===== src/design/ttc_params.svh =====
//----------------------------------------------------------------------------
// ttc timer parameters
// data path widths and the register word offsets of the timer slice
//----------------------------------------------------------------------------
`ifndef TTC_PARAMS_SVH
`define TTC_PARAMS_SVH

// counter and interval width
`define TTC_CNT_W 16

// apb address width
`define TTC_ADDR_W 8

// word offsets, matched against paddr bits 4:2
`define TTC_REG_CLK_CTRL  3'd0
`define TTC_REG_CNTR_CTRL 3'd1
`define TTC_REG_INTERVAL  3'd2
`define TTC_REG_IRQ_EN    3'd3
`define TTC_REG_IRQ_STAT  3'd4
`define TTC_REG_COUNT     3'd5

`endif

===== src/design/ttc_count_pkg.sv =====
//----------------------------------------------------------------------------
// ttc counting types
// count value, prescale select and interrupt bit layout
//----------------------------------------------------------------------------
`include "ttc_params.svh"

package ttc_count_pkg;

  // counter and interval value
  typedef logic [`TTC_CNT_W-1:0] count_t;

  // prescale select, period is 2^(sel+1)
  typedef logic [3:0] psel_t;

  // interrupt bits
  // bit 0 interval match, bit 1 overflow
  typedef struct packed {
    logic ovf;
    logic match;
  } irq_bits_t;

endpackage


===== src/design/ttc_reg_pkg.sv =====
//----------------------------------------------------------------------------
// ttc register types
// register index and the field layout of the control words
//----------------------------------------------------------------------------
package ttc_reg_pkg;

  // decoded word index from paddr[4:2]
  typedef logic [2:0] reg_idx_t;

  // clock control word, 7 bits
  // bit 0 prescale enable
  // bits 4:1 prescale select
  // bits 6:5 spare, stored and read back only
  typedef struct packed {
    logic [1:0] spare;
    logic [3:0] psel;
    logic       ps_en;
  } clk_ctrl_t;

  // counter control word, 3 bits
  // bit 0 disable, bit 1 interval mode, bit 2 restart
  typedef struct packed {
    logic restart;
    logic interval_mode;
    logic dis;
  } cntr_ctrl_t;

endpackage


===== src/design/ttc_timer.sv =====
//----------------------------------------------------------------------------
// ttc timer top level
// single channel timer slice behind an apb register port
//----------------------------------------------------------------------------
`timescale 1ns/1ps
`include "ttc_params.svh"

module ttc_timer (
  input  logic                   pclk6,
  input  logic                   n_p_reset6,
  input  logic                   psel,
  input  logic                   penable,
  input  logic                   pwrite,
  input  logic [`TTC_ADDR_W-1:0] paddr,
  input  logic [31:0]            pwdata,
  output logic [31:0]            prdata,
  output logic                   irq
);

  import ttc_reg_pkg::*;
  import ttc_count_pkg::*;

  // decode to reference block
  logic      clk_ctrl_sel;
  logic      restart;
  // reference block to execute
  logic      count_en;
  clk_ctrl_t clk_ctrl;
  // decode to execute
  logic      cnt_dis;
  logic      interval_mode;
  count_t    interval;
  // execute, result and decode
  count_t    count;
  irq_bits_t events;
  irq_bits_t irq_en;
  irq_bits_t irq_stat;
  logic      stat_rd;

  ttc_reg_decode u_reg_decode (
    .pclk6, .n_p_reset6, .psel, .penable, .pwrite, .paddr, .pwdata,
    .count, .irq_stat, .clk_ctrl, .prdata, .clk_ctrl_sel, .restart,
    .cnt_dis, .interval_mode, .interval, .irq_en, .stat_rd
  );

  ttc_count_rst_lite u_count_rst_lite (
    .pclk6, .n_p_reset6, .pwdata(pwdata[6:0]), .clk_ctrl_sel, .restart,
    .count_en, .clk_ctrl
  );

  ttc_count_exec u_count_exec (
    .pclk6, .n_p_reset6, .count_en, .clk_ctrl, .cnt_dis, .interval_mode,
    .interval, .count, .events
  );

  ttc_irq_result u_irq_result (
    .pclk6, .n_p_reset6, .events, .irq_en, .stat_rd, .irq_stat, .irq
  );

endmodule


===== src/design/ttc_irq_result.sv =====
//----------------------------------------------------------------------------
// ttc interrupt result block
// sticky status bits with clear-on-read and the masked interrupt line
//----------------------------------------------------------------------------
`timescale 1ns/1ps

module ttc_irq_result (
  input  logic                     pclk6,
  input  logic                     n_p_reset6,
  input  ttc_count_pkg::irq_bits_t events,
  input  ttc_count_pkg::irq_bits_t irq_en,
  input  logic                     stat_rd,
  output ttc_count_pkg::irq_bits_t irq_stat,
  output logic                     irq
);

  import ttc_count_pkg::*;

  irq_bits_t stat_q;
  // enabled and pending
  irq_bits_t pend;

  // ------------------------------------------------------------------------
  // status
  // ------------------------------------------------------------------------
  // new event wins over a clearing read
  always_ff @(posedge pclk6 or negedge n_p_reset6)
  begin
    if (!n_p_reset6)
      stat_q <= '0;
    else if (stat_rd)
      stat_q <= events;
    else
      stat_q <= stat_q | events;
  end

  assign irq_stat = stat_q;

  // interrupt line straight from the registered status
  assign pend = stat_q & irq_en;
  assign irq  = |pend;

endmodule


===== src/design/ttc_count_exec.sv =====
//----------------------------------------------------------------------------
// ttc counter execute block
// prescaler and 16-bit up counter, wrapping at the interval value or
// on overflow, with one-cycle event pulses
//----------------------------------------------------------------------------
`timescale 1ns/1ps

module ttc_count_exec (
  input  logic                     pclk6,
  input  logic                     n_p_reset6,
  input  logic                     count_en,
  input  ttc_reg_pkg::clk_ctrl_t   clk_ctrl,
  input  logic                     cnt_dis,
  input  logic                     interval_mode,
  input  ttc_count_pkg::count_t    interval,
  output ttc_count_pkg::count_t    count,
  output ttc_count_pkg::irq_bits_t events
);

  import ttc_count_pkg::*;

  psel_t       ps_sel;
  logic        ps_en;
  logic [15:0] ps_term;
  logic [15:0] ps_cnt;
  logic        tick;
  logic        run;
  logic        step;
  logic        hit_match;
  logic        hit_ovf;
  count_t      count_q;
  irq_bits_t   events_q;

  // ------------------------------------------------------------------------
  // prescaler
  // ------------------------------------------------------------------------
  assign ps_sel = clk_ctrl.psel;
  assign ps_en  = clk_ctrl.ps_en;

  // terminal count 2^(sel+1)-1
  assign ps_term = 16'hffff >> (4'd15 - ps_sel);

  // counting allowed this cycle
  assign run = count_en & ~cnt_dis;

  // every cycle when prescale is off
  assign tick = ~ps_en | (ps_cnt == ps_term);

  always_ff @(posedge pclk6 or negedge n_p_reset6)
  begin
    if (!n_p_reset6)
      ps_cnt <= '0;
    else if (!count_en || !ps_en)
      ps_cnt <= '0;
    else if (run)
    begin
      if (tick)
        ps_cnt <= '0;
      else
        ps_cnt <= ps_cnt + 16'd1;
    end
  end

  // ------------------------------------------------------------------------
  // main counter
  // ------------------------------------------------------------------------
  assign step = run & tick;

  // wrap conditions, one per mode
  assign hit_match = interval_mode & (count_q == interval);
  assign hit_ovf   = ~interval_mode & (count_q == '1);

  always_ff @(posedge pclk6 or negedge n_p_reset6)
  begin
    if (!n_p_reset6)
    begin
      count_q  <= '0;
      events_q <= '0;
    end
    else
    begin
      // pulses last one cycle
      events_q <= '0;
      if (!count_en)
        count_q <= '0;
      else if (step)
      begin
        if (hit_match || hit_ovf)
          count_q <= '0;
        else
          count_q <= count_q + 1'b1;
        events_q.match <= hit_match;
        events_q.ovf   <= hit_ovf;
      end
    end
  end

  assign count  = count_q;
  assign events = events_q;

endmodule


===== src/design/ttc_count_rst_lite.sv =====
//----------------------------------------------------------------------------
// ttc counter reset block
// holds the clock control word and drops the counter enable for one
// cycle on each rising edge of restart
//----------------------------------------------------------------------------
`timescale 1ns/1ps

module ttc_count_rst_lite (
  input  logic                   pclk6,
  input  logic                   n_p_reset6,
  input  logic [6:0]             pwdata,
  input  logic                   clk_ctrl_sel,
  input  logic                   restart,
  output logic                   count_en,
  output ttc_reg_pkg::clk_ctrl_t clk_ctrl
);

  import ttc_reg_pkg::*;

  clk_ctrl_t clk_ctrl_q;
  // remembered restart level
  logic      restart_seen;
  logic      count_en_q;

  // ------------------------------------------------------------------------
  // restart edge and counter enable
  // ------------------------------------------------------------------------
  // 0 out of reset, 1 from the first clock on
  always_ff @(posedge pclk6 or negedge n_p_reset6)
  begin
    if (!n_p_reset6)
    begin
      restart_seen <= 1'b0;
      count_en_q   <= 1'b0;
    end
    else if (restart && !restart_seen)
    begin
      // new restart, one dead cycle
      restart_seen <= 1'b1;
      count_en_q   <= 1'b0;
    end
    else
    begin
      // held restart stays armed until software clears it
      if (!restart)
        restart_seen <= 1'b0;
      count_en_q <= 1'b1;
    end
  end

  // ------------------------------------------------------------------------
  // clock control register
  // ------------------------------------------------------------------------
  always_ff @(posedge pclk6 or negedge n_p_reset6)
  begin
    if (!n_p_reset6)
      clk_ctrl_q <= '0;
    else if (clk_ctrl_sel)
      clk_ctrl_q <= clk_ctrl_t'(pwdata);
  end

  assign count_en = count_en_q;
  assign clk_ctrl = clk_ctrl_q;

endmodule


===== src/design/ttc_reg_decode.sv =====
//----------------------------------------------------------------------------
// ttc register decode
// apb access decode, counter control, interval and interrupt enable
// registers, and the read data mux
//----------------------------------------------------------------------------
`timescale 1ns/1ps
`include "ttc_params.svh"

module ttc_reg_decode (
  input  logic                          pclk6,
  input  logic                          n_p_reset6,
  input  logic                          psel,
  input  logic                          penable,
  input  logic                          pwrite,
  input  logic [`TTC_ADDR_W-1:0]        paddr,
  input  logic [31:0]                   pwdata,
  input  ttc_count_pkg::count_t         count,
  input  ttc_count_pkg::irq_bits_t      irq_stat,
  input  ttc_reg_pkg::clk_ctrl_t        clk_ctrl,
  output logic [31:0]                   prdata,
  output logic                          clk_ctrl_sel,
  output logic                          restart,
  output logic                          cnt_dis,
  output logic                          interval_mode,
  output ttc_count_pkg::count_t         interval,
  output ttc_count_pkg::irq_bits_t      irq_en,
  output logic                          stat_rd
);

  import ttc_reg_pkg::*;
  import ttc_count_pkg::*;

  reg_idx_t   idx;
  logic       addr_hit;
  logic       wr_acc;
  logic       rd_acc;
  cntr_ctrl_t cntr_ctrl_q;
  count_t     interval_q;
  irq_bits_t  irq_en_q;

  // ------------------------------------------------------------------------
  // access decode
  // ------------------------------------------------------------------------
  // word index, upper address bits must be clear
  assign idx      = paddr[4:2];
  assign addr_hit = (paddr[`TTC_ADDR_W-1:5] == '0);

  // access phase only
  assign wr_acc = psel & penable & pwrite & addr_hit;
  assign rd_acc = psel & penable & ~pwrite & addr_hit;

  // clock control lives in the reference block
  assign clk_ctrl_sel = wr_acc & (idx == `TTC_REG_CLK_CTRL);

  // status read pulse for clear-on-read
  assign stat_rd = rd_acc & (idx == `TTC_REG_IRQ_STAT);

  // ------------------------------------------------------------------------
  // local registers
  // ------------------------------------------------------------------------
  always_ff @(posedge pclk6 or negedge n_p_reset6)
  begin
    if (!n_p_reset6)
    begin
      cntr_ctrl_q <= '0;
      interval_q  <= '0;
      irq_en_q    <= '0;
    end
    else
    begin
      if (wr_acc && idx == `TTC_REG_CNTR_CTRL)
        cntr_ctrl_q <= cntr_ctrl_t'(pwdata[2:0]);
      if (wr_acc && idx == `TTC_REG_INTERVAL)
        interval_q <= pwdata[`TTC_CNT_W-1:0];
      if (wr_acc && idx == `TTC_REG_IRQ_EN)
        irq_en_q <= irq_bits_t'(pwdata[1:0]);
    end
  end

  // restart is a level, edge handling downstream
  assign restart       = cntr_ctrl_q.restart;
  assign cnt_dis       = cntr_ctrl_q.dis;
  assign interval_mode = cntr_ctrl_q.interval_mode;
  assign interval      = interval_q;
  assign irq_en        = irq_en_q;

  // read mux, zero extended
  // unused offsets and out of range addresses read 0
  always_comb
  begin
    prdata = '0;
    if (addr_hit)
    begin
      case (idx)
        `TTC_REG_CLK_CTRL:  prdata[6:0] = clk_ctrl;
        `TTC_REG_CNTR_CTRL: prdata[2:0] = cntr_ctrl_q;
        `TTC_REG_INTERVAL:  prdata[`TTC_CNT_W-1:0] = interval_q;
        `TTC_REG_IRQ_EN:    prdata[1:0] = irq_en_q;
        `TTC_REG_IRQ_STAT:  prdata[1:0] = irq_stat;
        `TTC_REG_COUNT:     prdata[`TTC_CNT_W-1:0] = count;
        default:            prdata = '0;
      endcase
    end
  end

endmodule


===== config.mk =====
export PLATFORM = sky130hd
export DESIGN_NAME = ttc_timer
export DESIGN_NICKNAME = d
export VERILOG_FILES = /design/src/design/ttc_count_pkg.sv /design/src/design/ttc_reg_pkg.sv /design/src/design/ttc_timer.sv /design/src/design/ttc_irq_result.sv /design/src/design/ttc_count_exec.sv /design/src/design/ttc_count_rst_lite.sv /design/src/design/ttc_reg_decode.sv
export VERILOG_INCLUDE_DIRS = /design/src /design/src/design
export SDC_FILE = /design/constraint.sdc
export NUM_CORES = 1
export LEC_CHECK = 0
export BUFFER_PORTS_ARGS = -buffer_cell sky130_fd_sc_hd__buf_2
export CAP_MARGIN = 20
export CORE_MARGIN = 2
export CORE_UTILIZATION = 56
export CTS_CLUSTER_DIAMETER = 80
export DETAILED_ROUTE_END_ITERATION = 10
export MAX_ROUTING_LAYER = met4
export PLACE_DENSITY_LB_ADDON = 0.15
export SYNTH_ARGS = -nofsm -noshare
export SYNTH_HDL_FRONTEND = slang
export SYNTH_SLANG_ARGS = --single-unit
export TNS_END_PERCENT = 50

===== constraint.sdc =====
create_clock -name pclk6 -period 3.6 [get_ports pclk6]
set_clock_uncertainty 0.1 [all_clocks]
set_input_delay 0.36 -clock pclk6 [delete_from_list [all_inputs] [get_ports pclk6]]
set_output_delay 0.36 -clock pclk6 [all_outputs]
set_load 0.02 [all_outputs]

==> impl_metrics.sql <==
INSERT INTO impl_metrics (metric_group, metric, value, unit) VALUES
('clock_tree', 'tritoncts', 'done', ''),
('status', 'run_status', 'complete, no violations', ''),
('power_and_ir_drop', 'power_leakage', '0.00211', 'uW'),
('floorplanning', 'top_level_ports', '78', ''),
('floorplanning', 'overall_die_area', '0.00824', 'mm2'),
('layout', 'layout-area-overhead-vs-synth', '9.20', '%'),
('global_routing', 'use_met1', '0.324', ''),
('power_and_ir_drop', 'power_density', '405', 'mW/mm2'),
('sta', 'relSlewSlack', '0.400', ''),
('worst_hold_path', 'hold_path_class', 'input pin to register', ''),
('synthesis', 'synth_enable_flop_cells', '0', ''),
('synthesis', 'synth_largest_area_cell', 'sky130_fd_sc_hd__dfrtp_1', ''),
('synthesis', 'synth-async-reset-ratio', '1.00', ''),
('sta', 'timing_worst_slew_pin_value', '0.896', 'ns'),
('layout', 'fin_nets', '541', ''),
('global_routing', 'grt_busiest_layer', 'met2', ''),
('detailed_routing', 'firstDrtPassIters', '5', ''),
('sta', 'hold_viol_final', '0', ''),
('global_routing', 'global_route.usage.total', '0.253', ''),
('global_routing', 'grt_use_met2', '0.400', ''),
('detailed_routing', 'drt_first_iter_violations', '185', ''),
('critical_path', 'crit_path_end_kind', 'register', ''),
('clock_tree', 'clk_pin_slew_worst_paths', '0.07', 'ns'),
('power_and_ir_drop', 'maximum_resistive_drop_on_vdd', '221', 'uV'),
('critical_path', 'timing.critical_path.fanout_max', '21', ''),
('detailed_routing', 'detail_route.wirelength', '9730', 'um'),
('synthesis', 'synth_top_area_frac', '0.392', ''),
('critical_path', 'critical_path_required', '3.77', 'ns'),
('placed_design', 'place_hpwl', '6910', 'um'),
('synthesis', 'seq_area_frac_synth', '0.392', ''),
('detailed_routing', 'routed-via-count', '3547', ''),
('clock_tree', 'post_cts.repair.setup_buffers', '0', ''),
('placed_design', 'gp_weighted_congestion', '0.844', ''),
('detailed_routing', 'detail_route.wl_per_cell', '16.3', 'um'),
('global_routing', 'grt_pass1_vias', '3388', ''),
('sta', 'setup_repair_after_global_routing_missed_its_margin', 'no', ''),
('clock_tree', 'cts_max_level', '3', ''),
('critical_path', 'signal_arrival_time_at_the_worst_endpoint', '3.39', 'ns'),
('clock_tree', 'clock_latency_at_the_later_pin_of_the_worst_skew_pair', '0.35', 'ns'),
('floorplanning', 'die_width', '90.8', 'um'),
('clock_tree', 'ctsLongestPathBuffers', '2', ''),
('synthesis', 'compound_cell_area_share_of_the_yosys_netlist', '0.149', ''),
('layout', 'num_antenna_cells', '0', ''),
('layout', 'post-route-util', '0.632', ''),
('synthesis', 'synth.top_cells.by_area', 'sky130_fd_sc_hd__dfrtp_1 39%, sky130_fd_sc_hd__mux2_2 8.5%, sky130_fd_sc_hd__xor2_1 3.9%, sky130_fd_sc_hd__nor2_1 3.6%, sky130_fd_sc_hd__nand3_1 3.6%', ''),
('sta', 'setup_viol_count_final', '0', ''),
('clock_tree', 'cts_sinks', '66', ''),
('critical_path', 'critPathLaunchType', 'register', ''),
('global_routing', 'antenna_found_initial', '0', ''),
('clock_tree', 'resized_after_cts', '0', ''),
('sta', 'max_clock_freq', '311', 'MHz'),
('clock_tree', 'clock_tree.root_cell', 'sky130_fd_sc_hd__clkbuf_8', ''),
('synthesis', 'synth.ff_latch_count', '66', ''),
('synthesis', 'syn_inst', '468', ''),
('floorplanning', 'core', '0.00729', 'mm2'),
('job', 'timing.max_cap.violations', '0', ''),
('global_routing', 'grt_first_pass_wirelength', '16300', 'um'),
('sta', 'fin_setup_tns', '0', 'ns'),
('synthesis', 'yosys_warnings', '0', ''),
('synthesis', 'synth_top_family_by_area', 'simple AND/OR/NAND/NOR gates', ''),
('floorplanning', 'initial_cell_density_of_the_core', '0.578', ''),
('synthesis', 'synth.lib_cells_used.distinct', '55', ''),
('floorplanning', 'die_height', '90.8', 'um'),
('global_routing', 'grt_overflow_total', '0', ''),
('detailed_routing', 'drt_drc_violations_left', '0', ''),
('synthesis', 'synth_adder_area_share', '0.00593', ''),
('sta', 'time_the_final_worst_path_needs_with_i_o_delays_and_setup', '3.22', 'ns'),
('sta', 'maxSlewViolCount', '0', ''),
('layout', 'drive_gt1_frac', '0.211', ''),
('clock_tree', 'hold_fix_buffers_at_cts', '1', ''),
('synthesis', 'synth_xor_xnor_area_share', '0.0457', '');
[sequential cells by signal, summed over array words and instances, names as in the netlist]
name                           count
u_reg_decode.interval_mode         1
u_irq_result.irq_stat              2
u_reg_decode.cnt_dis               1
u_count_exec.events                2
u_reg_decode.irq_en                2
u_reg_decode.restart               1
u_count_exec.count                16
u_count_exec.ps_cnt               16
u_count_rst_lite.clk_ctrl          7
u_count_rst_lite.count_en          1
u_reg_decode.interval             16
u_count_rst_lite.restart_seen      1
[layer usage]
layer | up-vias | share of wire
met3 | 13 | 0.059
met1 | 1706 | 0.43
li1 | 1710 | -
met4 | 0 | 0.013
met5 | - | 0
met2 | 118 | 0.49
[Yosys cell counts (all sizes together), types with 3 or more instances]
cell    instances
nand4           8
or3             4
buf            25
or4b            3
nor4b           3
and3            8
o211ai          3
a21oi          21
nor2           41
xnor2           3
nor2b           4
mux2i           9
or2             4
a22oi          16
a31oi           4
or4             4
a21o            3
mux2           32
dfrtp          66
nor3            9
clkbuf         25
nor4            7
xor2           19
o22ai           6
o311ai          8
nand3          30
o21ai          19
inv            15
nor3b           4
nand2b          6
a211oi          4
nand2          36
[logic make-up after synthesis]
family / Yosys count
DFF: 66
xor gates and xnor gates: 22
and+or+nand+nor: 177
buffers and inverters: 65
muxes: 42
adders and majority gates: 2
AOI/OAI and AO/OA: 93
other: 1
[worst max-delay path, cell delays in order, from the launching register on]
cell                        delay, ns
sky130_fd_sc_hd__dfrtp_1         0.73
sky130_fd_sc_hd__inv_1           0.17
sky130_fd_sc_hd__mux2_2          0.26
sky130_fd_sc_hd__a31oi_1         0.11
sky130_fd_sc_hd__a2111oi_4       0.49
sky130_fd_sc_hd__a31oi_2         0.34
sky130_fd_sc_hd__buf_4           0.29
sky130_fd_sc_hd__or4b_1          0.50
sky130_fd_sc_hd__a21oi_1         0.15
[final timing paths]
check	from	end	slack [ns]	depth (start not counted)
setup / recovery	u_count_rst_lite.clk_ctrl[4]	u_count_exec.count[12]	0.38	8
hold / removal	pwdata[11]	u_reg_decode.interval[11]	0.14	2
setup reg to reg	u_count_rst_lite.clk_ctrl[4]	u_count_exec.count[12]	0.38	8
hold reg to reg	u_count_exec.events[0]	u_irq_result.irq_stat[0]	0.32	1
max in group asynchronous	n_p_reset6	u_reg_decode.interval[10]	2.01	3
min in group asynchronous	n_p_reset6	u_count_rst_lite.clk_ctrl[1]	0.42	2
[area by class of cell]
class / count / area (um2)
tap: 99 / 124
timing repair buffer: 50 / 270
fill: 630 / 2690
clock buffer: 13 / 169
clock inverter: 2 / 35.0
inverter: 15 / 56.3
multi-input combinational: 352 / 2300
sequential: 66 / 1650
[through the flow]
step                      hold slack (ns)  instance area [um2]  setup slack (ns)  instances
after floorplan                   -0.0356                 4270              1.06        483
after global placement              0.246                 4390             0.513        581
after detailed placement            0.250                 4390             0.434        581
after CTS                           0.132                 4610             0.413        597
after global routing                0.135                 4610             0.130        597
final                               0.142                 4610             0.384        597
[power breakdown]
group          internal, uW  total (uW)  switching [uW]
combinational           139         315             175
clock                   372         653             281
sequential              796         895            99.0
total                  1310        1860             556
[cell usage in the layout (no fill, tap or decap), types with 6 or more instances in the layout]
cell type,Yosys,final
sky130_fd_sc_hd__dfrtp_1,66,66
sky130_fd_sc_hd__buf_2,6,43
sky130_fd_sc_hd__nor2_1,41,41
sky130_fd_sc_hd__nand2_1,36,36
sky130_fd_sc_hd__mux2_2,32,32
sky130_fd_sc_hd__nand3_1,30,30
sky130_fd_sc_hd__a21oi_1,21,21
sky130_fd_sc_hd__xor2_1,19,19
sky130_fd_sc_hd__o21ai_0,17,17
sky130_fd_sc_hd__a22oi_1,16,16
sky130_fd_sc_hd__conb_1,1,16
sky130_fd_sc_hd__inv_1,15,15
sky130_fd_sc_hd__clkbuf_8,0,12
sky130_fd_sc_hd__nor3_1,9,9
sky130_fd_sc_hd__mux2i_1,9,9
sky130_fd_sc_hd__nand4_1,8,8
sky130_fd_sc_hd__o311ai_0,8,8
sky130_fd_sc_hd__and3_1,8,8
sky130_fd_sc_hd__nor4_1,6,6
sky130_fd_sc_hd__o22ai_1,6,6
sky130_fd_sc_hd__nand2b_1,6,6
sky130_fd_sc_hd__buf_4,17,6
Power figures use the tool's default switching activity.
